## src/cpu_pkg.sv

```systemverilog
package cpu_pkg;

	localparam int data_w = 32;
	localparam int reg_addr_w = 5;
	localparam int pc_w = 6; // word address, 64 words per memory

	// opcode field, instr[31:26]
	typedef enum logic [5:0] {
		ALU_R = 6'h00,
		J     = 6'h02,
		BEQ   = 6'h04,
		ADDI  = 6'h08,
		LW    = 6'h23,
		SW    = 6'h2b,
		HALT  = 6'h3f
	} op_t;

	// also the funct encoding of ALU_R, instr[2:0]
	typedef enum logic [2:0] {ADD = 3'd0, SUB, AND, OR, SLT} alu_op_t;

	typedef enum logic [1:0] {IDLE, LOAD, RUN, HALTED} run_state_t;

	typedef enum logic [1:0] {FWD_REG, FWD_EX_MEM, FWD_MEM_WB} fwd_sel_t;

	typedef struct packed {
		logic [data_w-1:0] instr;
		logic [pc_w-1:0] pc;
		logic valid;
	} if_id_t;

	typedef struct packed {
		logic [data_w-1:0] rd1, rd2, imm;
		logic [reg_addr_w-1:0] rs, rt, dst;
		alu_op_t alu_op;
		logic alu_src, mem_read, mem_write, mem_to_reg, reg_write;
		logic branch, jump, halt;
		logic [pc_w-1:0] pc;
		logic valid;
	} id_ex_t;

	typedef struct packed {
		logic [data_w-1:0] result, store_val;
		logic [reg_addr_w-1:0] dst;
		logic mem_read, mem_write, mem_to_reg, reg_write, halt, valid;
	} ex_mem_t;

	typedef struct packed {
		logic [data_w-1:0] wb_val;
		logic [reg_addr_w-1:0] dst;
		logic reg_write, halt, valid;
	} mem_wb_t;

	typedef struct packed {
		logic en;
		logic [reg_addr_w-1:0] addr;
		logic [data_w-1:0] data;
	} wb_t;

endpackage
```

## src/hazard_forward_unit.sv

```systemverilog
`timescale 1ns/10ps
module hazard_forward_unit import cpu_pkg::*; (
	input id_ex_t id_ex,
	input ex_mem_t ex_mem,
	input mem_wb_t mem_wb,
	input logic [reg_addr_w-1:0] rs_fd,
	input logic [reg_addr_w-1:0] rt_fd,
	output logic stall,
	output fwd_sel_t fwd_a,
	output fwd_sel_t fwd_b
);
	logic ex_mem_wr, mem_wb_wr;

	function automatic fwd_sel_t fwd_src(
		input logic [reg_addr_w-1:0] src,
		input logic xm_wr,
		input logic [reg_addr_w-1:0] xm_dst,
		input logic mw_wr,
		input logic [reg_addr_w-1:0] mw_dst
	);
		if (xm_wr && xm_dst == src)
			return FWD_EX_MEM; // newest value wins
		else if (mw_wr && mw_dst == src)
			return FWD_MEM_WB;
		return FWD_REG;
	endfunction

	// a load in EX/MEM only has its address, the stall covers that case
	assign ex_mem_wr = ex_mem.valid && ex_mem.reg_write && !ex_mem.mem_read && ex_mem.dst != '0;
	assign mem_wb_wr = mem_wb.valid && mem_wb.reg_write && mem_wb.dst != '0;

	assign fwd_a = fwd_src(id_ex.rs, ex_mem_wr, ex_mem.dst, mem_wb_wr, mem_wb.dst);
	assign fwd_b = fwd_src(id_ex.rt, ex_mem_wr, ex_mem.dst, mem_wb_wr, mem_wb.dst);

	assign stall = id_ex.valid && id_ex.mem_read && id_ex.dst != '0
		&& (id_ex.dst == rs_fd || id_ex.dst == rt_fd);

endmodule

```

## config.mk

```make
export PLATFORM = sky130hd
export DESIGN_NAME = hazard_forward_unit
export DESIGN_NICKNAME = d
export VERILOG_FILES = /design/src/cpu_pkg.sv /design/src/hazard_forward_unit.sv
export SDC_FILE = /design/constraint.sdc
export NUM_CORES = 1
export LEC_CHECK = 0
export BUFFER_PORTS_ARGS = -buffer_cell sky130_fd_sc_hd__buf_2
export CAP_MARGIN = 20
export CORE_AREA = 2 2 100 102
export DETAILED_ROUTE_END_ITERATION = 8
export DIE_AREA = 0 0 102 104
export PLACE_DENSITY = 0.42
export SLEW_MARGIN = 10
export SYNTH_ARGS = -nofsm -noshare
export SYNTH_HDL_FRONTEND = slang
export SYNTH_SLANG_ARGS = --single-unit
```

## constraint.sdc

```tcl
create_clock -name vclk -period 1.71
set_input_delay 0.0855 -clock vclk [all_inputs]
set_output_delay 0.0855 -clock vclk [all_outputs]
set_load 0.05 [all_outputs]
```

==> run metrics <==
Fmax achieved 0.609 GHz; status finished clean; max-slew violation total from the final report 0; Hold Crit Class primary input to output port; nets 365; Routed wire per std cell 7.83 µm; clock buffer count 0; first-pass GRT wire length 2960 µm; DR DRC count 0; share of cells above drive strength 1 0.587; Die Span Y 104 µm; worst setup path class primary input to output port; Arrival @ worst endpoint 1560 ps; Post-Layout Cell Count 242; final hold vios 0; IO Port Bufs 47; most frequent cells in the layout buf_2, xor2_1, buf_4; Ports 259; sequential area share after synthesis 0; Initial Util 0.0427; Via density 2.38; Sequential cell area 0 µm²; wirelength, routed 1900 µm; Core Area 9550 µm²; Worst-Margin Slew 337 ps; DRT Pass-1 Iters 2; vias in the first global route 579; hold_sp id_ex[0]; drt initial violations 5; worst endpoint required time 1620 ps; CP startpoint kind primary input; crit path from ex_mem[7]; most common cell after layout, fill and taps aside buf_2; LEAKAGE 0.378 nW; Total Routing Usage GR 0.0345; design area 956 µm²; CP endpoint kind output port; FF+latch count 0; fillers 1,146; fin util 0.100; largest net degree at the start of global routing 4; Detail Route Antenna Nets 0; vias after detailed routing 576; area growth from synthesis to layout 134%; GP Congestion 0.665; row count 36; n_diodes 0; number of synthesis warnings 0; synth unique cells 11; Post-Synthesis Cells 51; Cell Area, Synth 408 µm²; placed inst area 951 µm²; Placed Cells 242; slew margin rel. 0.774; Tmin final 1640 ps; max-cap violations 0; pwr dens 191 nW/µm²; mean area per synthesized cell 8.00 µm²; hpwl dp 1870 µm; Die W 102 µm; Die Area 10,600 µm²; initial antenna violation count 0; RSZ-0062 raised after global routing no; worst-path fanout max 2; Worst VDD drop 0.0424 mV; Tcrit/Tclk final 0.960; hold bufs inserted after CTS 0; gr ovfl total 0; setup violators final 0; syn_nets 305
## power by group
group,switching (mW),internal [mW],total (mW)
Sequential,0,0,0
Combinational,0.0884,0.0945,0.183
Clock,0,0,0
Total,0.0884,0.0945,0.183
## layout make-up
class / instances / area (µm²) / area share
timing repair buffer: 58 / 323 / 0.338
tap: 133 / 166 / 0.174
inverter: 1 / 3.75 / 0.00393
multi-input combinational: 50 / 463 / 0.484
## metrics by stage
stage                     hold slack (ps)  setup slack, ps  setup TNS [ps]  power [mW]
after floorplan                       348             23.2               0      0.0828
after global placement                585            -50.6           -88.3       0.184
after detailed placement              583            -19.1           -27.5       0.186
after CTS                             585             35.6               0       0.187
after global routing                  605             15.3               0       0.202
final                                 582             68.3               0       0.183
## cells by family after synthesis
kind of cell / share of synthesized area
xor gates and xnor gates: 0.644
buffers and inverters: 0.00919
and+or+nand+nor: 0.261
AOI/OAI and AO/OA: 0.0859
## repair_timing
action / in CTS / in global routing
endpoints found under the hold margin: 0 / 0
resized for setup: 2 / 0
endpoints found under the setup margin: 2 / 0
setup buffers: 0 / 0
## layer usage
metal | GRT usage | routed length, µm
met2 | 0.0658 | 1010
met4 | 0 | 0
met5 | 0 | 0
met1 | 0.0457 | 797
met3 | 0 | 91
## critical path: stages
cell and delay, ps:
buf_2 110, or4_4 550, o2111ai_4 300, nor4_4 100
nor3_4 190, buf_4 220
## synth_stat cells (all sizes together)
cell     instances  area (µm²)
o211ai           2        15.0
or4              4        30.0
nand3            5        25.0
inv              1        3.75
o2111ai          1        15.0
a21oi            1        5.00
xnor2           12         105
xor2            18         158
nor3             4        20.0
nor4             3        31.3
## worst paths after layout
kind,endpoint,slack [ps],cells after the start
max,fwd_a[1],70,6
min,stall,580,4
Power figures use the tool's default switching activity.
