<file path="src/cpu_pkg.sv">
package cpu_pkg;

	localparam int data_w = 32;
	localparam int reg_addr_w = 5;
	localparam int pc_w = 6; // word address, 64 words per memory

	// opcode field, instr[31:26]
	typedef enum logic [5:0] {
		ALU_R = 6'h00,
		J     = 6'h02,
		BEQ   = 6'h04,
		ADDI  = 6'h08,
		LW    = 6'h23,
		SW    = 6'h2b,
		HALT  = 6'h3f
	} op_t;

	// also the funct encoding of ALU_R, instr[2:0]
	typedef enum logic [2:0] {ADD = 3'd0, SUB, AND, OR, SLT} alu_op_t;

	typedef enum logic [1:0] {IDLE, LOAD, RUN, HALTED} run_state_t;

	typedef enum logic [1:0] {FWD_REG, FWD_EX_MEM, FWD_MEM_WB} fwd_sel_t;

	typedef struct packed {
		logic [data_w-1:0] instr;
		logic [pc_w-1:0] pc;
		logic valid;
	} if_id_t;

	typedef struct packed {
		logic [data_w-1:0] rd1, rd2, imm;
		logic [reg_addr_w-1:0] rs, rt, dst;
		alu_op_t alu_op;
		logic alu_src, mem_read, mem_write, mem_to_reg, reg_write;
		logic branch, jump, halt;
		logic [pc_w-1:0] pc;
		logic valid;
	} id_ex_t;

	typedef struct packed {
		logic [data_w-1:0] result, store_val;
		logic [reg_addr_w-1:0] dst;
		logic mem_read, mem_write, mem_to_reg, reg_write, halt, valid;
	} ex_mem_t;

	typedef struct packed {
		logic [data_w-1:0] wb_val;
		logic [reg_addr_w-1:0] dst;
		logic reg_write, halt, valid;
	} mem_wb_t;

	typedef struct packed {
		logic en;
		logic [reg_addr_w-1:0] addr;
		logic [data_w-1:0] data;
	} wb_t;

endpackage
</file>
<file path="src/run_control.sv">
`timescale 1ns/10ps
module run_control import cpu_pkg::*; (
	input logic clock,
	input logic rst,
	input logic load_valid,
	input logic start,
	input logic halt_retired,
	output logic run_en,
	output logic pipe_clear,
	output run_state_t state
);
	run_state_t state_next;

	always_ff @(posedge clock) begin
		if (rst)
			state <= IDLE;
		else
			state <= state_next;
	end

	always_comb begin
		state_next = state;
		case (state)
			IDLE, LOAD, HALTED: begin
				if (start)
					state_next = RUN; // start wins over a load word
				else if (load_valid)
					state_next = LOAD;
			end
			RUN: begin
				if (halt_retired)
					state_next = HALTED;
			end
			default: state_next = IDLE;
		endcase
	end

	assign run_en = state == RUN;
	// restarts pc and valid bits on the edge that enters RUN
	assign pipe_clear = start && state != RUN;

endmodule

</file>
<file path="config.mk">
export PLATFORM = sky130hd
export DESIGN_NAME = run_control
export DESIGN_NICKNAME = d
export VERILOG_FILES = /design/src/cpu_pkg.sv /design/src/run_control.sv
export SDC_FILE = /design/constraint.sdc
export NUM_CORES = 1
export LEC_CHECK = 0
export BUFFER_PORTS_ARGS = -buffer_cell sky130_fd_sc_hd__buf_2
export CORE_AREA = 2 2 39 41
export CTS_CLUSTER_DIAMETER = 60
export DETAILED_ROUTE_END_ITERATION = 7
export DIE_AREA = 0 0 41 43
export SLEW_MARGIN = 25
export SYNTH_ARGS = -nofsm -noshare
export SYNTH_HDL_FRONTEND = slang
export SYNTH_SLANG_ARGS = --single-unit
</file>
<file path="constraint.sdc">
create_clock -name clock -period 0.8 [get_ports clock]
set_input_delay 0.04 -clock clock [delete_from_list [all_inputs] [get_ports clock]]
set_output_delay 0.04 -clock clock [all_outputs]
set_load 0.02 [all_outputs]
</file>
==> impl_metrics.json <==
{
  "status": "complete, but fails checks",
  "violations": "setup timing",
  "root_buffer": "clkbuf_4",
  "worstSkewPairLatency_ps": 220,
  "setup_slack_ps": -161,
  "cts_tree": "yes",
  "critical_path_class": "reg -> out",
  "design_area_um2": 268,
  "setup_viol": 5,
  "fin_hold_ws_ps": 12.6,
  "max_freq_mhz": 1040,
  "fp.dieH_um": 43,
  "fp.dieW_um": 41,
  "io_pins": 9,
  "critPathCapture": "pipe_clear",
  "met2_usage": 0.0813,
  "critPathCaptureType": "primary output",
  "r2r-start": "state[0]$_SDFFE_PP0P_",
  "regArea_um2": 45.0,
  "avgSynthCellArea_um2": 8.34,
  "drt-initial-drc-count": 0,
  "largest_reg_flops": 2,
  "path_clk_slew_ps": 30,
  "fin_cells": 43,
  "core_mm2": 0.00138,
  "place.gp.congestion": 0.436,
  "slew_violations": 0,
  "avgRoutedWirePerCell_um": 7.93,
  "nets": 34,
  "period_minus_slack_ps": 961,
  "grtUsageTotal": 0.0512,
  "ant_nets": 0,
  "met1_usage": 0.0225,
  "top_register": "state",
  "finalHoldViolCount": 0,
  "reg2reg_to": "state[0]$_SDFFE_PP0P_",
  "r2r_cells": 4,
  "first_pass_iters": 1,
  "via_per_inst": 3.21,
  "cp-start-kind": "flip-flop",
  "period_share": 1.20,
  "initial_core_util": 0.0723,
  "rrSetupSlack_ps": -60,
  "portBuffers": 8,
  "layout-drive-gt1-share": 0.815,
  "rsz0062_at_grt": "yes",
  "htreeDepth": 1,
  "cts_hold_buf": 0,
  "synth.net_count": 17,
  "cp-startpoint": "state[0]$_SDFFE_PP0P_",
  "leakage_nw": 0.125,
  "worstPathMaxFanout": 3,
  "synth_warnings": 0,
  "power.total_w": 0.000488,
  "crit_chain": "nand2b_4, and2_4, buf_6",
  "area_growth_pct": 168,
  "slew-limit-headroom": 0.881,
  "yosysSeqAreaShare": 0.400,
  "core.rowCount": 14,
  "dpl.hpwl_um": 209,
  "ir_worst_vdd_uv": 269,
  "worstMarginPinSlew_ps": 179,
  "layout_common_cells": "buf_6 (5), buf_2 (4), clkbuf_4 (3), buf_4 (3)",
  "antenna_found_initial": 0,
  "grt_max_degree": 5,
  "skew_ps": 1.10,
  "overflow": 0,
  "final_common_cell": "buf_6",
  "remaining_drc_errors": 0,
  "clock-sinks": 2,
  "placed_cell_area_um2": 179,
  "cts.path.max_buffers": 2,
  "die-area_mm2": 0.00176,
  "numCtsBuffers": 3,
  "grt_first_pass_wirelength_um": 483,
  "powerDensity_mw_per_mm2": 1820,
  "synth_area_um2": 100,
  "yosysTopAreaCell": "dfxtp_1",
  "reg.largest.list": "state (2)",
  "post-synth-top-area-fraction": 0.400,
  "maxCapViolCount": 0,
  "hold_path_class": "in -> reg",
  "cp.arrival_ps": 920,
  "cp_slowest_cell": "dfxtp_2",
  "critical_path_required_ps": 760,
  "wirelength_um": 341,
  "postSynthCellCount": 12,
  "dr_total_vias": 138,
  "top_usage_layer": "met2",
  "dp_cells": 38,
  "slowest_delay_ps": 310,
  "synth-seq-cells": 2,
  "multiInputGateArea_um2": 73.8,
  "synthTopCellsByArea": "dfxtp_1 (40%), o32ai_2 (16%), nand2b_1 (13%), a21oi_1 (10%), and2_1 (6.3%)",
  "ys_types": 9,
  "met3_usage": 0.0314,
  "grt_pass1_vias": 145,
  "antenna_cells": 0,
  "fillCellCount": 157
}
==> report_power, final <==
group          internal, W  switching [W]
clock network     0.000166      0.0000584
logic            0.0000850      0.0000609
registers         0.000109     0.00000902
==> cell type report <==
type / instances / area share
Timing Repair Buffer: 12 / 0.369
Clock buffer: 3 / 0.0841
Sequential cell: 2 / 0.168
Tap cell: 16 / 0.0748
Multi-Input combinational cell: 8 / 0.276
Inverter: 2 / 0.0280
==> timing repair <==
action                                  4_1_cts  5_1_grt
buffers inserted                              2        1
resized for setup                            12        3
endpoints found under the setup margin        4        6
pin swaps                                     2        0
==> stage by stage <==
stage,TNS [ps],setup slack (ps),utilization
floorplan,0,0.922,-
CTS,-502,-173,0.189
finish,-467,-161,0.193
global route,-674,-198,0.193
global placement,-40.5,-39.7,0.129
detailed placement,-64.0,-49.1,0.129
==> cells by family (layout without fill, tap and decap cells) <==
family | Yosys count | in the layout | synth area share
flops | 2 | 2 | 0.400
compound gates | 3 | 3 | 0.263
simple gates | 5 | 5 | 0.262
buf+inv | 2 | 17 | 0.0749
==> per-layer routing <==
metal  share of wire  vias up
li1                -       69
met1            0.30       60
met2            0.55        9
met3            0.14        0
met4               0        0
met5               0        -
==> synthesized netlist by cell type (all sizes together) <==
master / count
nand2: 1
dfxtp: 2
nand2b: 2
o32ai: 1
nor2: 1
and2: 1
a21oi: 2
inv: 2
==> worst min-delay path by stage <==
stage | start | to | slack [ps] | depth (start not counted)
final | rst | state[1]$_SDFFE_PP0P_ | 10 | 2
after floorplan | rst | state[1]$_SDFFE_PP0P_ | 100 | 1
after CTS | rst | state[1]$_SDFFE_PP0P_ | 2 | 2
after global placement | rst | state[1]$_SDFFE_PP0P_ | 240 | 2
after global routing | rst | state[1]$_SDFFE_PP0P_ | 20 | 2
after detailed placement | rst | state[1]$_SDFFE_PP0P_ | 240 | 2
==> worst max-delay path, delay by kind of cell (launching register included) <==
kind | cells | cell delay (ps)
simple gates | 2 | 270
buf+inv | 1 | 120
flops | 1 | 310
No activity file was read; power rests on OpenSTA's default activity.
