--- src/cpu_pkg.sv ---
package cpu_pkg;

	localparam int data_w = 32;
	localparam int reg_addr_w = 5;
	localparam int pc_w = 6; // word address, 64 words per memory

	// opcode field, instr[31:26]
	typedef enum logic [5:0] {
		ALU_R = 6'h00,
		J     = 6'h02,
		BEQ   = 6'h04,
		ADDI  = 6'h08,
		LW    = 6'h23,
		SW    = 6'h2b,
		HALT  = 6'h3f
	} op_t;

	// also the funct encoding of ALU_R, instr[2:0]
	typedef enum logic [2:0] {ADD = 3'd0, SUB, AND, OR, SLT} alu_op_t;

	typedef enum logic [1:0] {IDLE, LOAD, RUN, HALTED} run_state_t;

	typedef enum logic [1:0] {FWD_REG, FWD_EX_MEM, FWD_MEM_WB} fwd_sel_t;

	typedef struct packed {
		logic [data_w-1:0] instr;
		logic [pc_w-1:0] pc;
		logic valid;
	} if_id_t;

	typedef struct packed {
		logic [data_w-1:0] rd1, rd2, imm;
		logic [reg_addr_w-1:0] rs, rt, dst;
		alu_op_t alu_op;
		logic alu_src, mem_read, mem_write, mem_to_reg, reg_write;
		logic branch, jump, halt;
		logic [pc_w-1:0] pc;
		logic valid;
	} id_ex_t;

	typedef struct packed {
		logic [data_w-1:0] result, store_val;
		logic [reg_addr_w-1:0] dst;
		logic mem_read, mem_write, mem_to_reg, reg_write, halt, valid;
	} ex_mem_t;

	typedef struct packed {
		logic [data_w-1:0] wb_val;
		logic [reg_addr_w-1:0] dst;
		logic reg_write, halt, valid;
	} mem_wb_t;

	typedef struct packed {
		logic en;
		logic [reg_addr_w-1:0] addr;
		logic [data_w-1:0] data;
	} wb_t;

endpackage
--- src/fetch_stage.sv ---
`timescale 1ns/10ps
module fetch_stage import cpu_pkg::*; #(
	parameter int IMEM_DEPTH = 64
) (
	input logic clock,
	input logic rst,
	input logic run_en,
	input logic pipe_clear,
	input logic stall,
	input logic redirect,
	input logic [pc_w-1:0] redirect_pc,
	input logic stop_fetch,
	input logic load_valid,
	input logic [pc_w-1:0] load_addr,
	input logic [data_w-1:0] load_data,
	output if_id_t if_id
);
	localparam int aw = $clog2(IMEM_DEPTH);

	logic [data_w-1:0] imem [IMEM_DEPTH];
	logic [pc_w-1:0] pc;
	logic stopped; // HALT seen in decode, no more fetching

	always_ff @(posedge clock) begin
		if (load_valid)
			imem[aw'(load_addr)] <= load_data;
	end

	always_ff @(posedge clock) begin
		if (rst || pipe_clear) begin
			pc <= '0;
			if_id.valid <= 1'b0;
			stopped <= 1'b0;
		end else if (run_en) begin
			if (redirect) begin
				pc <= redirect_pc;
				if_id.valid <= 1'b0; // squash the wrong-path fetch
			end else if (!stall) begin
				if (stopped || stop_fetch) begin
					if_id.valid <= 1'b0;
				end else begin
					if_id.instr <= imem[aw'(pc)];
					if_id.pc <= pc;
					if_id.valid <= 1'b1;
					pc <= pc + 1'b1;
				end
			end
			if (stop_fetch)
				stopped <= 1'b1;
		end
	end

endmodule

--- config.mk ---
export PLATFORM = sky130hd
export DESIGN_NAME = fetch_stage
export DESIGN_NICKNAME = d
export VERILOG_FILES = /design/src/cpu_pkg.sv /design/src/fetch_stage.sv
export SDC_FILE = /design/constraint.sdc
export NUM_CORES = 2
export LEC_CHECK = 0
export BUFFER_PORTS_ARGS = -buffer_cell sky130_fd_sc_hd__buf_2
export CAP_MARGIN = 0
export CORE_ASPECT_RATIO = 1.4
export CORE_UTILIZATION = 30
export CTS_CLUSTER_SIZE = 28
export DETAILED_ROUTE_END_ITERATION = 6
export GPL_ROUTABILITY_DRIVEN = 1
export GPL_TIMING_DRIVEN = 1
export PLACE_DENSITY = 0.51
export SYNTH_ARGS = -nofsm -noshare
export SYNTH_HDL_FRONTEND = slang
export SYNTH_SLANG_ARGS = --single-unit
--- constraint.sdc ---
create_clock -name clock -period 5.32 [get_ports clock]
set_input_delay 0.532 -clock clock [delete_from_list [all_inputs] [get_ports clock]]
set_output_delay 0.532 -clock clock [all_outputs]
set_load 0.005 [all_outputs]
==> results.py <==
metrics = {
    "status": {
        "run_status": "finished, final reports clean",
    },
    "sta": {
        "finalSetupViolCount": 0,
        "finalMaxSlewViolations": 0,
        "post-route-period-util": 0.7272,
        "timing_worst_slew_pin_value_ns": 1.298,
        "worst_slew_margin_rel": 0.1347,
        "unrepaired_setup_endpoints_after_global_routing": "false",
        "final-hold-violation-count": 0,
        "layout_min_cycle_time_ns": 3.869,
        "setup-tns-final_ns": 0,
        "max_freq_mhz": 258.5,
        "fin_worst_skew_ns": 0.03032,
    },
    "detailed_routing": {
        "routed-via-count": 38666,
        "antenna_violating_nets_post_route": 0,
        "drc": 0,
        "routed_via_density": 5.130,
        "drt-pass1-iter-count": 5,
        "detail_route.wl_per_cell_um": 31.08,
        "routed_wl_mm": 234.3,
        "initialDrtViolationCount": 3895,
    },
    "global_route": {
        "antenna_found_initial": 25,
        "global_route_wire_length_before_repair_mm": 324.3,
        "largest_net_degree_at_the_start_of_global_routing": 71,
        "number_of_global_route_vias_before_repair": 40047,
        "overflow": 0,
        "global_route_usage_over_all_layers": 0.1721,
    },
    "clock_network": {
        "cts-resized-gates": 0,
        "clock_insertion_delay_worst_skew_ns": 0.85,
        "tritoncts": "built",
        "cts-root-buf": "clkbuf_16",
        "cts.sinks": 2094,
        "max-clock-path-buffers": 4,
        "post-cts-setup-buffers": 0,
        "clock_tree.htree_level_count": 4,
        "cts_inserted_buffers": 195,
        "cts_hold_buffers": 2,
        "cts.reportedPaths.clkPinSlew_ns": 0.06,
    },
    "synthesis": {
        "netlist_area_mm2": 0.08013,
        "asyncSetResetFlopFracSynth": 0,
        "synthMostInstantiatedCell": "edfxtp_1",
        "largest_area_contributor_in_the_synthesized_netlist": "edfxtp_1",
        "synth_sequential_area_ratio": 0.7838,
        "post_synth_edffs": 2086,
        "yosysWarningCount": 0,
        "synthesis.nets": 3683,
        "postSynth.topFlopCell": "edfxtp_1",
        "netlist_top_cells_count": "edfxtp_1 (2086), mux4_2 (413), mux2i_1 (240), nor2_1 (102)",
        "synth_cell_types": 58,
        "synthTopCellsByArea": "edfxtp_1 (78%), mux4_2 (12%), mux2i_1 (3.0%)",
        "yosysTopAreaCellShare": 0.7818,
        "avgSynthCellArea_um2": 22.07,
        "ys_seq_elements": 2094,
        "netlist_instances": 3630,
    },
    "critical_path": {
        "setup_crit_start_kind": "flop",
        "timing_worst_setup_path_type": "reg2reg",
        "cpMaxStageDelayCell": "a2111oi_0",
        "worst_path_dominant_cell_family": "compound AO/OA/AOI/OAI gates",
        "arrival_ns": 4.42,
        "crit_path_max_fanout": 34,
        "worstPathCellList": "buf_12, buf_4, mux4_2, nand2_1, a21oi_1, a2111oi_0, nor4_1",
        "buffers_inverters_on_critical_path": 2,
        "crit_path_end_kind": "flop",
        "cp_data_required_time_ns": 5.87,
        "slowest_delay_ns": 1.00,
    },
    "cells_and_area": {
        "area_growth_pct": 14.43,
        "post-route-util": 0.3451,
        "num-nets-final": 3931,
        "final_cell_area_mm2": 0.09168,
        "final_layout_size_suffix_gt1_frac": 0.2630,
    },
    "flow_run": {
        "cap_violations": 0,
    },
    "floorplanning": {
        "num_io_pins": 91,
        "core_area_mm2": 0.2657,
        "core.rowCount": 224,
        "die_w_um": 438.8,
        "design.die.area_mm2": 0.2692,
        "initial_core_util": 0.3016,
        "fp.dieH_um": 613.5,
    },
    "place": {
        "place_congestion": 0.7830,
        "dpl-instance-area_mm2": 0.08573,
        "dp_hpwl_mm": 137.7,
        "portbufs": 90,
    },
    "power": {
        "cellPowerDensity_mw_per_mm2": 359.4,
        "peakVddDrop_v": 0.0002555,
        "total_leakage_power_nw": 26.95,
    },
    "min_path": {
        "hp-class": "in2reg",
    },
}
-- kinds of logic (layout without fill, tap and decap cells) --
kind of cell             Yosys count  after routing  share of synthesized area
AO/OA/AOI/OAI                    369            369                    0.03381
adder cells (fa/ha/maj)            1              1                  0.0001561
buffers and inverters            208            601                    0.01546
flip-flops                      2094           2094                     0.7838
multiplexers                     694            694                     0.1518
other                              0             11                          0
AND/OR/NAND/NOR                  264            264                    0.01498
-- power breakdown --
part / switching, W / internal [W] / total [W]
Clock: 0.00605 / 0.00738 / 0.0134
Combinational: 0.000805 / 0.000407 / 0.00121
Sequential: 0.0000481 / 0.0183 / 0.0183
Total: 0.00690 / 0.0260 / 0.0330
-- worst paths after layout --
| check | slack [ns] | from | cells past startpoint | endpoint |
|---|---|---|---|---|
| min reg2reg | 0.48 | if_id[0] | 2 | if_id[0] |
| max reg2reg | 1.45 | pc[0] | 7 | if_id[8] |
| max | 1.45 | pc[0] | 7 | if_id[8] |
| min | 0.08 | stall | 5 | if_id[0] |
-- through the flow --
stage / hold WS (ns) / total power, W / cells / setup WS [ns]
final: 0.07954 / 0.03295 / 7537 / 1.451
after global routing: 0.05798 / 0.03382 / 7531 / 1.198
after floorplan: 0.4029 / 0.01926 / 3630 / 1.628
after detailed placement: 0.4542 / 0.01990 / 7182 / 1.253
after CTS: 0.01513 / 0.03324 / 7526 / 1.228
after global placement: 0.4478 / 0.01987 / 7179 / 1.068
-- flip-flops by register name, summed over array words and instances (netlist names) --
name     cells
if_id       39
imem      2048
pc           6
stopped      1
-- tightest hold or removal path, stage by stage --
cell and delay, ns:
buf_2 0.11, inv_1 0.04, o21ai_0 0.06, nand2_1 0.06, a21oi_1 0.06
-- routing by layer --
layer | vias up | track usage | routed length [µm]
met5 | - | 0 | 94
met2 | 1147 | 0.3093 | 123100
met3 | 293 | 0.02515 | 12110
met1 | 21330 | 0.2140 | 92560
li1 | 15880 | - | -
met4 | 16 | 0.04726 | 6384
-- placed cells by master (no fill, tap or decap), drive strengths merged, types with 19 or more instances in the layout --
cell     instances
a2111oi         19
edfxtp        2086
mux2            41
nand2           71
clkbuf         251
a21oi           57
clkinv          72
nor3            19
a211oi          32
mux2i          240
o221ai          53
mux4           413
buf            253
o21ai           38
nor2           102
o22ai           71
-- area by class of cell --
cell class / instances / area [µm²]
Tap cell: 3503 / 4383
Antenna cell: 11 / 27.53
Fill cell: 24833 / 174000
Sequential cell: 2094 / 62820
Clock inverter: 91 / 726.9
Multi-Input combinational cell: 1328 / 16620
Inverter: 2 / 8.758
Clock buffer: 251 / 5175
Timing Repair Buffer: 257 / 1924
Note: power is estimated with default switching activity, not from simulation.
