<file path="config.mk">
export PLATFORM = sky130hd
export DESIGN_NAME = execute_stage
export DESIGN_NICKNAME = d
export VERILOG_FILES = /design/src/cpu_pkg.sv /design/src/execute_stage.sv
export SDC_FILE = /design/constraint.sdc
export NUM_CORES = 1
export LEC_CHECK = 0
export BUFFER_PORTS_ARGS = -buffer_cell sky130_fd_sc_hd__buf_2
export CAP_MARGIN = 40
export CORE_MARGIN = 4
export CORE_UTILIZATION = 54
export CTS_CLUSTER_SIZE = 14
export DETAILED_ROUTE_END_ITERATION = 8
export GPL_TIMING_DRIVEN = 0
export PLACE_DENSITY = 0.85
export SLEW_MARGIN = 20
export SYNTH_ARGS = -nofsm -noshare
export SYNTH_HDL_FRONTEND = slang
export SYNTH_SLANG_ARGS = --single-unit
export TNS_END_PERCENT = 30
</file>
<file path="constraint.sdc">
create_clock -name clock -period 8.7 [get_ports clock]
set_clock_uncertainty 0.2 [all_clocks]
set_input_delay 1.74 -clock clock [delete_from_list [all_inputs] [get_ports clock]]
set_output_delay 1.74 -clock clock [all_outputs]
set_load 0.005 [all_outputs]
</file>
<file path="src/cpu_pkg.sv">
package cpu_pkg;

	localparam int data_w = 32;
	localparam int reg_addr_w = 5;
	localparam int pc_w = 6; // word address, 64 words per memory

	// opcode field, instr[31:26]
	typedef enum logic [5:0] {
		ALU_R = 6'h00,
		J     = 6'h02,
		BEQ   = 6'h04,
		ADDI  = 6'h08,
		LW    = 6'h23,
		SW    = 6'h2b,
		HALT  = 6'h3f
	} op_t;

	// also the funct encoding of ALU_R, instr[2:0]
	typedef enum logic [2:0] {ADD = 3'd0, SUB, AND, OR, SLT} alu_op_t;

	typedef enum logic [1:0] {IDLE, LOAD, RUN, HALTED} run_state_t;

	typedef enum logic [1:0] {FWD_REG, FWD_EX_MEM, FWD_MEM_WB} fwd_sel_t;

	typedef struct packed {
		logic [data_w-1:0] instr;
		logic [pc_w-1:0] pc;
		logic valid;
	} if_id_t;

	typedef struct packed {
		logic [data_w-1:0] rd1, rd2, imm;
		logic [reg_addr_w-1:0] rs, rt, dst;
		alu_op_t alu_op;
		logic alu_src, mem_read, mem_write, mem_to_reg, reg_write;
		logic branch, jump, halt;
		logic [pc_w-1:0] pc;
		logic valid;
	} id_ex_t;

	typedef struct packed {
		logic [data_w-1:0] result, store_val;
		logic [reg_addr_w-1:0] dst;
		logic mem_read, mem_write, mem_to_reg, reg_write, halt, valid;
	} ex_mem_t;

	typedef struct packed {
		logic [data_w-1:0] wb_val;
		logic [reg_addr_w-1:0] dst;
		logic reg_write, halt, valid;
	} mem_wb_t;

	typedef struct packed {
		logic en;
		logic [reg_addr_w-1:0] addr;
		logic [data_w-1:0] data;
	} wb_t;

endpackage
</file>
<file path="src/execute_stage.sv">
`timescale 1ns/10ps
module execute_stage import cpu_pkg::*; (
	input logic clock,
	input logic rst,
	input logic run_en,
	input logic pipe_clear,
	input id_ex_t id_ex,
	input fwd_sel_t fwd_a,
	input fwd_sel_t fwd_b,
	input logic [data_w-1:0] fwd_ex_mem,
	input logic [data_w-1:0] fwd_mem_wb,
	output ex_mem_t ex_mem,
	output logic redirect,
	output logic [pc_w-1:0] redirect_pc
);
	logic [data_w-1:0] op_a, reg_b, op_b, result;

	function automatic logic [data_w-1:0] pick(
		input fwd_sel_t sel,
		input logic [data_w-1:0] reg_val,
		input logic [data_w-1:0] from_ex_mem,
		input logic [data_w-1:0] from_mem_wb
	);
		case (sel)
			FWD_EX_MEM: return from_ex_mem;
			FWD_MEM_WB: return from_mem_wb;
			default: return reg_val;
		endcase
	endfunction

	assign op_a = pick(fwd_a, id_ex.rd1, fwd_ex_mem, fwd_mem_wb);
	assign reg_b = pick(fwd_b, id_ex.rd2, fwd_ex_mem, fwd_mem_wb);
	assign op_b = id_ex.alu_src ? id_ex.imm : reg_b;

	always_comb begin
		case (id_ex.alu_op)
			SUB: result = op_a - op_b;
			AND: result = op_a & op_b;
			OR: result = op_a | op_b;
			SLT: result = {{(data_w-1){1'b0}}, $signed(op_a) < $signed(op_b)};
			default: result = op_a + op_b;
		endcase
	end

	// BEQ compares the forwarded register values directly
	assign redirect = id_ex.valid && (id_ex.jump || (id_ex.branch && op_a == reg_b));
	assign redirect_pc = id_ex.jump ? id_ex.imm[pc_w-1:0]
		: id_ex.pc + pc_w'(1) + id_ex.imm[pc_w-1:0];

	always_ff @(posedge clock) begin
		if (rst || pipe_clear) begin
			ex_mem.valid <= 1'b0;
		end else if (run_en) begin
			ex_mem.result <= result;
			ex_mem.store_val <= reg_b;
			ex_mem.dst <= id_ex.dst;
			ex_mem.mem_read <= id_ex.mem_read;
			ex_mem.mem_write <= id_ex.mem_write;
			ex_mem.mem_to_reg <= id_ex.mem_to_reg;
			ex_mem.reg_write <= id_ex.reg_write;
			ex_mem.halt <= id_ex.halt;
			ex_mem.valid <= id_ex.valid;
		end
	end

endmodule

</file>
==> results.py <==
metrics = {
    "synthesis": {
        "ys_seq_elements": 75,
        "synth_xor_area_frac": 0.0408,
        "synth_warnings": 0,
        "synth-simple-area-share": 0.158,
        "ys_seq_area_frac": 0.238,
        "synth_adder_area_share": 0.146,
        "synth_edf_count": 74,
        "synth-main-ff-cell": "edfxtp_1",
        "synth_compound_gate_area_share": 0.322,
        "syn_inst": 1245,
        "muxShareOfSynthArea": 0.00875,
        "synth_top_family_by_area": "compound AO/OA/AOI/OAI gates",
        "synth_nets": 1554,
        "ys_async_sr_fraction": 0,
        "synth.distinct_cells": 77,
        "syn_avg_cell_area_um2": 7.58,
        "post_synth_instance_area_um2": 9440,
    },
    "power_and_ir_drop": {
        "power_w": 0.00175,
        "powerDensity_nw_per_um2": 153,
        "p_leak_nw": 5.25,
        "peakVddDrop_mv": 0.104,
    },
    "clock_tree": {
        "clkSinkCount": 75,
        "cts-buffers-inserted": 9,
        "clkLatencyLatePin_ps": 360,
        "path_clk_slew_ps": 80,
        "cts_buffer_depth": 2,
        "cts_resized": 0,
        "htree_levels": 3,
        "cts_root_buf": "clkbuf_16",
        "tritoncts": "built",
        "cts_setup_buffers": 0,
        "hold_buffers": 0,
    },
    "finish": {
        "fillers": 1536,
        "fin_area_um2": 11400,
        "final_cell_mix": "275 x buf_2, 136 x inv_1, 127 x a21oi_1, 118 x nand2_1, 112 x nor2_1",
        "regMostFlops": "ex_mem",
        "stdcell_count": 1769,
        "drive_gt1_frac": 0.211,
        "fin_nets": 1843,
        "largest_register_ff_count": 75,
        "reg_top3": "ex_mem: 75 flops",
        "area_delta_synth_final_pct": 21.3,
        "final_common_cell": "buf_2",
    },
    "sta": {
        "setup_slack_ps": 1530,
        "hold_slack_ps": 329,
        "rsz0062_at_grt": "no",
        "finalHoldViolations": 0,
        "finalCriticalPeriod_ps": 7170,
        "finalSetupViolCount": 0,
        "worst_pin_slew_ps": 948,
        "drv_slew": 0,
        "fin_crit_sh": 0.824,
        "clock.fmax_mhz": 139,
        "max_slew_margin": 0.360,
    },
    "worst_setup_path": {
        "r2r_start": "ex_mem[0]$_SDFFE_PP0P_",
        "crit_start": "fwd_a[0]",
        "worstPathRequired_ps": 6760,
        "cp_common_cell": "buf_2",
        "critPathKind": "in -> out",
        "ff2ff_path_depth": 2,
        "slowest_delay_ps": 640,
        "crit_path_start_kind": "input port",
        "crit_chain": "buf_2 -> inv_1 -> ha_1 -> clkbuf_1 -> buf_1 -> nor2_1 -> a21oi_1 -> xnor2_1 -> nand4_1 -> nor4_1 -> a32o_1 -> buf_2",
        "critPathTopFamily": "buffers and inverters",
        "worstPathArrival_ps": 5230,
        "crit_fanout": 10,
        "slowest_stage": "nor4_1",
        "cp.depth": 12,
        "worstPathBufferInverterCount": 5,
        "worstSetupEndpointType": "output pin",
    },
    "global_route": {
        "grt_use_total": 0.389,
        "grt_max_degree": 17,
        "first_global_vias": 10700,
        "grt_pass1_wl_um": 59900,
        "overflow": 0,
        "grt_antenna_before_repair": 7,
    },
    "placed_design": {
        "dp.cells": 1747,
        "gp_congestion": 1.02,
        "placed_area_um2": 11100,
        "portBuffers": 269,
        "post-place-ws_ps": 1600,
        "hpwlAfterDp_um": 31800,
    },
    "hold_path": {
        "min_from": "ex_mem[0]$_SDFFE_PP0P_",
        "holdCritPathClass": "reg -> reg",
        "hold-path-cell-count": 2,
    },
    "detailed_routing": {
        "vias": 11200,
        "avgViaCountPerCell": 6.35,
        "first_iter_violations": 1498,
        "postRouteAntennaNets": 0,
        "drt-total-wl_um": 39700,
        "dr.pass1.iters": 8,
        "drc": 0,
        "post_drt_wl_per_cell_um": 22.4,
    },
    "die": {
        "rows": 48,
        "core_um2": 17200,
        "die_x_um": 140,
        "dieArea_um2": 19700,
        "initial_core_util": 0.547,
        "ioPinCount": 283,
        "die_y_um": 140,
    },
    "run": {
        "cap_violations": 0,
    },
    "status": {
        "status": "finished, final reports clean",
    },
}
==> worst reg2reg max path: cells and delay by family, from the launching register on <==
kind / cells / cell delay, ps
DFF: 1 / 340
and+or+nand+nor: 1 / 120
muxes: 1 / 70
==> report_power, final <==
part	switching [W]	leakage, nW	total, W	internal (W)
registers	0.00000518	0.660	0.000442	0.000436
logic	0.000586	4.45	0.000916	0.000330
clock network	0.000193	0.137	0.000394	0.000201
==> area by class of cell <==
| cell class | count | area, um^2 | share of cell area |
|---|---|---|---|
| clock buffers | 9 | 225 | 0.0197 |
| diodes | 5 | 12.5 | 0.00109 |
| repair buffers | 278 | 1420 | 0.124 |
| well taps | 225 | 282 | 0.0246 |
| plain buffers | 78 | 310 | 0.0271 |
| multi-input cells | 956 | 6380 | 0.557 |
| flip-flops and latches | 75 | 2240 | 0.196 |
| inverters | 136 | 510 | 0.0446 |
| clock inverters | 7 | 63.8 | 0.00557 |
==> synthesized netlist by cell type (3+ instances only) <==
cell type	count	area, um^2
o221ai_1	9	78.8
nor3b_1	4	30.0
edfxtp_1	74	2220
buf_1	11	41.3
clkbuf_2	3	15.0
or2_2	3	18.8
a21o_1	20	150
inv_1	136	510
o21a_1	27	203
mux2i_1	6	60.1
a221o_1	7	70.1
nand3_1	11	55.1
nand2_1	118	443
nand4_1	10	62.6
a221oi_1	8	70.1
nor4_1	9	56.3
or3_1	7	43.8
a22oi_1	68	510
a21oi_1	127	636
and2_1	3	18.8
nand2b_1	7	43.8
xor2_1	6	52.6
o21ai_0	91	455
a311oi_1	3	26.3
nor3_1	13	65.1
buf_2	5	25.0
xnor2_1	38	333
nor2_1	112	420
a41oi_1	4	35.0
fa_1	3	60.1
o31ai_1	11	82.6
o21ai_1	6	30.0
o41ai_1	4	35.0
clkbuf_1	58	218
ha_1	105	1310
o211ai_1	18	135
o22ai_1	15	93.8
nor2b_1	20	125
a31oi_1	6	37.5
o21bai_1	7	52.6
a211oi_1	7	52.6
==> metrics by stage <==
step | TNS [ps] | utilization
3_3_place_gp | -133180 | 0.642
6_report | 0 | 0.664
5_1_grt | 0 | 0.664
4_1_cts | 0 | 0.663
3_5_place_dp | 0 | 0.646
2_1_floorplan | 0 | -
==> path summary, 6_finish.rpt <==
check	end	slack (ps)
hold reg to reg	ex_mem[0]$_SDFFE_PP0P_	330
setup / recovery	redirect	1530
hold / removal	ex_mem[0]$_SDFFE_PP0P_	330
setup reg to reg	ex_mem[0]$_SDFFE_PP0P_	7910
==> cell families after synthesis <==
logic type	Yosys count
multiplexers	8
AND/OR/NAND/NOR	330
adder cells (fa/ha/maj)	108
XOR/XNOR	44
AO/OA/AOI/OAI	466
buffers and inverters	214
flip-flops	75
==> routing by layer <==
| metal | global-route usage | wire, um |
|---|---|---|
| met5 | 0 | 46 |
| met4 | 0.207 | 2540 |
| met3 | 0.0956 | 4890 |
| met2 | 0.620 | 17700 |
| met1 | 0.487 | 14500 |
Note: power is estimated with default switching activity, not from simulation.
