==> src/cpu_pkg.sv <==
package cpu_pkg;

	localparam int data_w = 32;
	localparam int reg_addr_w = 5;
	localparam int pc_w = 6; // word address, 64 words per memory

	// opcode field, instr[31:26]
	typedef enum logic [5:0] {
		ALU_R = 6'h00,
		J     = 6'h02,
		BEQ   = 6'h04,
		ADDI  = 6'h08,
		LW    = 6'h23,
		SW    = 6'h2b,
		HALT  = 6'h3f
	} op_t;

	// also the funct encoding of ALU_R, instr[2:0]
	typedef enum logic [2:0] {ADD = 3'd0, SUB, AND, OR, SLT} alu_op_t;

	typedef enum logic [1:0] {IDLE, LOAD, RUN, HALTED} run_state_t;

	typedef enum logic [1:0] {FWD_REG, FWD_EX_MEM, FWD_MEM_WB} fwd_sel_t;

	typedef struct packed {
		logic [data_w-1:0] instr;
		logic [pc_w-1:0] pc;
		logic valid;
	} if_id_t;

	typedef struct packed {
		logic [data_w-1:0] rd1, rd2, imm;
		logic [reg_addr_w-1:0] rs, rt, dst;
		alu_op_t alu_op;
		logic alu_src, mem_read, mem_write, mem_to_reg, reg_write;
		logic branch, jump, halt;
		logic [pc_w-1:0] pc;
		logic valid;
	} id_ex_t;

	typedef struct packed {
		logic [data_w-1:0] result, store_val;
		logic [reg_addr_w-1:0] dst;
		logic mem_read, mem_write, mem_to_reg, reg_write, halt, valid;
	} ex_mem_t;

	typedef struct packed {
		logic [data_w-1:0] wb_val;
		logic [reg_addr_w-1:0] dst;
		logic reg_write, halt, valid;
	} mem_wb_t;

	typedef struct packed {
		logic en;
		logic [reg_addr_w-1:0] addr;
		logic [data_w-1:0] data;
	} wb_t;

endpackage
==> src/decode_stage.sv <==
`timescale 1ns/10ps
module decode_stage import cpu_pkg::*; (
	input logic clock,
	input logic rst,
	input logic run_en,
	input logic pipe_clear,
	input logic stall,
	input logic redirect,
	input if_id_t if_id,
	input wb_t wb,
	input logic [reg_addr_w-1:0] dbg_reg_addr,
	output logic [data_w-1:0] dbg_reg_data,
	output id_ex_t id_ex,
	output logic [reg_addr_w-1:0] rs_fd,
	output logic [reg_addr_w-1:0] rt_fd,
	output logic stop_fetch
);
	logic [data_w-1:0] regs [32];
	op_t op;
	logic [reg_addr_w-1:0] rs, rt, rd;
	id_ex_t dec;

	// write-then-read: a same-cycle write is seen by the read
	function automatic logic [data_w-1:0] rf_read(input logic [reg_addr_w-1:0] a);
		if (a == '0)
			return '0;
		else if (wb.en && wb.addr == a)
			return wb.data;
		return regs[a];
	endfunction

	assign op = op_t'(if_id.instr[31:26]);
	assign rs = if_id.instr[25:21];
	assign rt = if_id.instr[20:16];
	assign rd = if_id.instr[15:11];
	assign rs_fd = if_id.valid ? rs : '0; // nothing to hazard on when empty
	assign rt_fd = if_id.valid ? rt : '0;
	assign stop_fetch = if_id.valid && op == HALT && !redirect;
	assign dbg_reg_data = regs[dbg_reg_addr];

	always_ff @(posedge clock) begin
		if (rst) begin
			for (int i = 0; i < 32; i++)
				regs[i] <= '0;
		end else if (wb.en && wb.addr != '0) begin
			regs[wb.addr] <= wb.data;
		end
	end

	always_comb begin
		dec = '0;
		dec.rd1 = rf_read(rs);
		dec.rd2 = rf_read(rt);
		dec.imm = {{(data_w-16){if_id.instr[15]}}, if_id.instr[15:0]};
		dec.rs = rs;
		dec.rt = rt;
		dec.pc = if_id.pc;
		dec.valid = if_id.valid && !stall && !redirect; // bubble
		case (op)
			ALU_R: begin
				dec.alu_op = alu_op_t'(if_id.instr[2:0]);
				dec.reg_write = 1'b1;
				dec.dst = rd;
			end
			ADDI: begin
				dec.alu_src = 1'b1;
				dec.reg_write = 1'b1;
				dec.dst = rt;
			end
			LW: begin
				dec.alu_src = 1'b1;
				dec.mem_read = 1'b1;
				dec.mem_to_reg = 1'b1;
				dec.reg_write = 1'b1;
				dec.dst = rt;
			end
			SW: begin
				dec.alu_src = 1'b1;
				dec.mem_write = 1'b1;
			end
			BEQ: dec.branch = 1'b1;
			J: begin
				dec.jump = 1'b1;
				dec.imm = {{(data_w-26){1'b0}}, if_id.instr[25:0]}; // absolute target
			end
			HALT: dec.halt = 1'b1;
			default: ; // unknown opcode runs as a nop
		endcase
	end

	always_ff @(posedge clock) begin
		if (rst || pipe_clear)
			id_ex.valid <= 1'b0;
		else if (run_en)
			id_ex <= dec;
	end

endmodule

==> config.mk <==
export PLATFORM = sky130hd
export DESIGN_NAME = decode_stage
export DESIGN_NICKNAME = d
export VERILOG_FILES = /design/src/cpu_pkg.sv /design/src/decode_stage.sv
export SDC_FILE = /design/constraint.sdc
export NUM_CORES = 2
export LEC_CHECK = 0
export ABC_CLOCK_PERIOD_IN_PS = 9700
export BUFFER_PORTS_ARGS = -buffer_cell sky130_fd_sc_hd__buf_2
export CAP_MARGIN = 10
export CELL_PAD_IN_SITES_DETAIL_PLACEMENT = 1
export CELL_PAD_IN_SITES_GLOBAL_PLACEMENT = 1
export CORE_ASPECT_RATIO = 0.8
export CORE_MARGIN = 2
export CORE_UTILIZATION = 49
export DETAILED_ROUTE_END_ITERATION = 12
export GPL_TIMING_DRIVEN = 0
export PLACE_DENSITY_LB_ADDON = 0.1
export SLEW_MARGIN = 30
export SYNTH_ARGS = -nofsm -noshare
export SYNTH_HDL_FRONTEND = slang
export SYNTH_SLANG_ARGS = --single-unit
==> constraint.sdc <==
create_clock -name clock -period 9.7 [get_ports clock]
set_input_delay 0.485 -clock clock [delete_from_list [all_inputs] [get_ports clock]]
set_output_delay 0.485 -clock clock [all_outputs]
set_load 0.02 [all_outputs]
==> run metrics <==
run status=finished clean; antenna violations before repair=17; Die Wd=415.6 um; max-cap check violation count=0; worst clock skew on the final layout=around 24 ps; fin nets=roughly 4.7k; 1st-iter DRT viols=about 8.6k; cell type of the slowest stage on the worst timing path=sky130_fd_sc_hd__clkbuf_1; Std-Cell Rows=120; Fin Hold WS=44.65 ps; fraction of synthesis flops using an asynchronous set or reset pin=0; area of the die=between 100000 and 150000 um2; iteration count of the initial detailed-routing pass=6; count of clock tree sinks=approximately 1.1k; crit start category=input port; final cell count without fillers=roughly 6.5k; maximum fanout count along the critical path=10; CTS clk-pin slew, worst paths=60 ps; worst slack, placed=5052 ps; maximum number of pins on one net before global-route repair=33; synthesis warning total=0; final setup violation count=0; delay of the slowest critical-path stage=about 830 ps; number of hold buffers added after CTS=31; Max Fclk=roughly 0.23 GHz; Worst IR Drop VDD=about 0.22 mV; vias in the first global route=~47k; global-route congestion overflow total=0; cell with the most instances on the worst path=sky130_fd_sc_hd__buf_2; Leak Pwr=approximately 26 nW; Critical Setup Path Class=input port to flop; ratio of final minimum period to clock period=0.4527; largest buffer count on any clock path=3; post-synthesis cell area=approximately 66000 um2; multi-input gate area in the final layout=approximately 30000 um2; cell breakdown of the critical path=dlygate4sd3_1 > buf_2 > buf_2 > buf_2 > xnor2_1 > nand4_1 > nor2_1 > clkbuf_1 > clkbuf_2 > a21oi_1 > nor3_1; number of distinct library cell variants in the gate-level netlist after synthesis=39; data arrival time at the worst-slack endpoint=between 4000 and 5000 ps; number of nets with antenna violations after routing=0; count of endpoints failing hold in the final timing report=0; Yosys top cell area share=0.5181; clock tree from TritonCTS=yes; predominant post-synthesis flop cell=sky130_fd_sc_hd__edfxtp_1; Via Count=roughly 47k; first-pass GRT wire length=approximately 390 mm; part of the Yosys area used for sequential elements=0.5184; number of enable flip-flop cells after synthesis=1146; Area growth syn-to-layout=12.70%; post-cts resize count=0; top post-synthesis cells by area=sky130_fd_sc_hd__edfxtp_1 (52%), sky130_fd_sc_hd__mux4_2 (28%), sky130_fd_sc_hd__and2_1 (9.5%); final-layout setup total negative slack=0 ps; Routed WL=roughly 290 mm; library cell occupying the most area in the post-synthesis netlist=sky130_fd_sc_hd__edfxtp_1; DR WL/cell=about 44 um; required time of the worst setup path=10160 ps; cell count after placement=6233; time the worst path needs with I/O delays and setup=approximately 4400 ps; kind of end point of the critical path=flop; most numerous cell types in the synthesized netlist=sky130_fd_sc_hd__edfxtp_1 (1146), sky130_fd_sc_hd__and2_1 (1005), sky130_fd_sc_hd__mux4_2 (831); total global routing track utilization=0.4113; Post-Synthesis Cells=between 4k and 5k; buffer cell driving the clock tree root=sky130_fd_sc_hd__clkbuf_16; Sequential cell area=~34000 um2; number of remaining DRC errors=0; Slew Limit Headroom=0.2268; power density relative to cell area=173.7 nW/um2; count of buffers from port buffering=251; register bit total from synthesis=roughly 1.1k; dpl hpwl=about 210 mm; setup repair after global routing missed its margin=false; post-CTS setup buffers=0; most common cell in the netlist=sky130_fd_sc_hd__edfxtp_1; overall die height=333.3 um; minimum setup slack in the final design=about 5300 ps; syn_area_per_cell=around 16 um2; I/O pins=260; Vias/cell=about 7.3; Final Max Slew Viols=0; placeable core region=134200 um2; starting density of the core=0.4948; number of fillers in the final layout=12.59k; CTS buffer count=between 100 and 150; global placer's final weighted congestion=between 0.9 and 1; fraction of final layout cells with drive strength greater than 1=0.3239; worst slew pin tran=~1200 ps; share of the core filled with cells=0.5577; class of the most critical hold timing path=input port to flop; clock latency on the worst-skew pair=around 810 ps; # H-tree levels=4
==> cell type report <==
type                    instances  area share
well taps                    1769     0.02957
inverters                       3   0.0001504
multi-input cells            2571      0.4042
clock buffers                 161     0.04757
plain buffers                 474     0.02733
diodes                          6   0.0002006
flip-flops and latches       1147      0.4600
clock inverters                63    0.006184
repair buffers                301     0.02482
==> state kept, by name (all words and copies together) (netlist names) <==
signal  cells
regs     1024
id_ex     123
==> power by group <==
group | internal (mW) | switching, mW
clock | 2.75 | 2.19
sequential | 5.74 | 0.188
combinational | 0.848 | 1.28
==> routing by layer <==
layer,vias to the layer above,part of all wire,global-route usage
li1,17570,-,-
met1,24800,0.36,0.5513
met2,4188,0.43,0.5968
met3,863,0.13,0.1160
met4,24,0.075,0.2545
met5,-,0.00081,0.002767
==> stage by stage <==
| stage | total power [mW] | instance area (um2) |
|---|---|---|
| final | 13.00 | 74860 |
| after global routing | 13.16 | 74840 |
| after CTS | 12.88 | 74810 |
| after detailed placement | 8.064 | 70470 |
| after global placement | 8.003 | 70010 |
| after floorplan | 7.163 | 66540 |
==> worst max-delay path, delay by kind of cell <==
| kind | cells | cell delay [ps] |
|---|---|---|
| AO/OA/AOI/OAI | 1 | 100 |
| buffers and inverters | 6 | 2850 |
| XOR/XNOR | 1 | 190 |
| AND/OR/NAND/NOR | 3 | 1200 |
==> cells in the final DEF, fill, tap and decap left out, types with 7 or more instances in the layout <==
cell                            synthesis  routed
sky130_fd_sc_hd__a21oi_1               93      93
sky130_fd_sc_hd__xnor2_1               10      10
sky130_fd_sc_hd__buf_6                  3      14
sky130_fd_sc_hd__buf_1                 43      17
sky130_fd_sc_hd__mux4_2               831     831
sky130_fd_sc_hd__a211o_1               28      28
sky130_fd_sc_hd__clkbuf_1             330     305
sky130_fd_sc_hd__edfxtp_1            1146    1146
sky130_fd_sc_hd__nor2_1                73      70
sky130_fd_sc_hd__a22oi_1              190     190
sky130_fd_sc_hd__buf_2                 87     359
sky130_fd_sc_hd__or2_4                  0      30
sky130_fd_sc_hd__clkinv_1               0      24
sky130_fd_sc_hd__nor2b_1                8       8
sky130_fd_sc_hd__o22ai_1                8       8
sky130_fd_sc_hd__nand3_1                7       7
sky130_fd_sc_hd__conb_1                 1      32
sky130_fd_sc_hd__a21o_1                10      10
sky130_fd_sc_hd__a22o_1                 9       9
sky130_fd_sc_hd__and2_1              1005    1005
sky130_fd_sc_hd__clkbuf_16              0     139
sky130_fd_sc_hd__buf_4                 11      11
sky130_fd_sc_hd__nand2_1               10      10
sky130_fd_sc_hd__nor3_1                39      39
sky130_fd_sc_hd__clkbuf_2               0      51
sky130_fd_sc_hd__mux2i_1              120     120
sky130_fd_sc_hd__clkinv_2               0      24
sky130_fd_sc_hd__dlygate4sd3_1          0      31
sky130_fd_sc_hd__mux2_2                32      32
==> final timing paths <==
check             depth (start not counted)         end         start  slack, ps
setup / recovery                         11  id_ex[118]     if_id[28]       5310
hold / removal                            2    id_ex[9]     if_id[37]         40
setup reg to reg                          5  id_ex[118]  regs[23][21]       7300
hold reg to reg                           2    id_ex[0]      id_ex[0]        570
==> cell families after synthesis <==
| kind of cell | synth area share |
|---|---|
| other | 0.00005646 |
| DFF | 0.5184 |
| AOI/OAI and AO/OA | 0.03604 |
| muxes | 0.3053 |
| buffers and inverters | 0.02956 |
| xor gates and xnor gates | 0.001319 |
| and+or+nand+nor | 0.1094 |
Note: power is estimated with default switching activity, not from simulation.
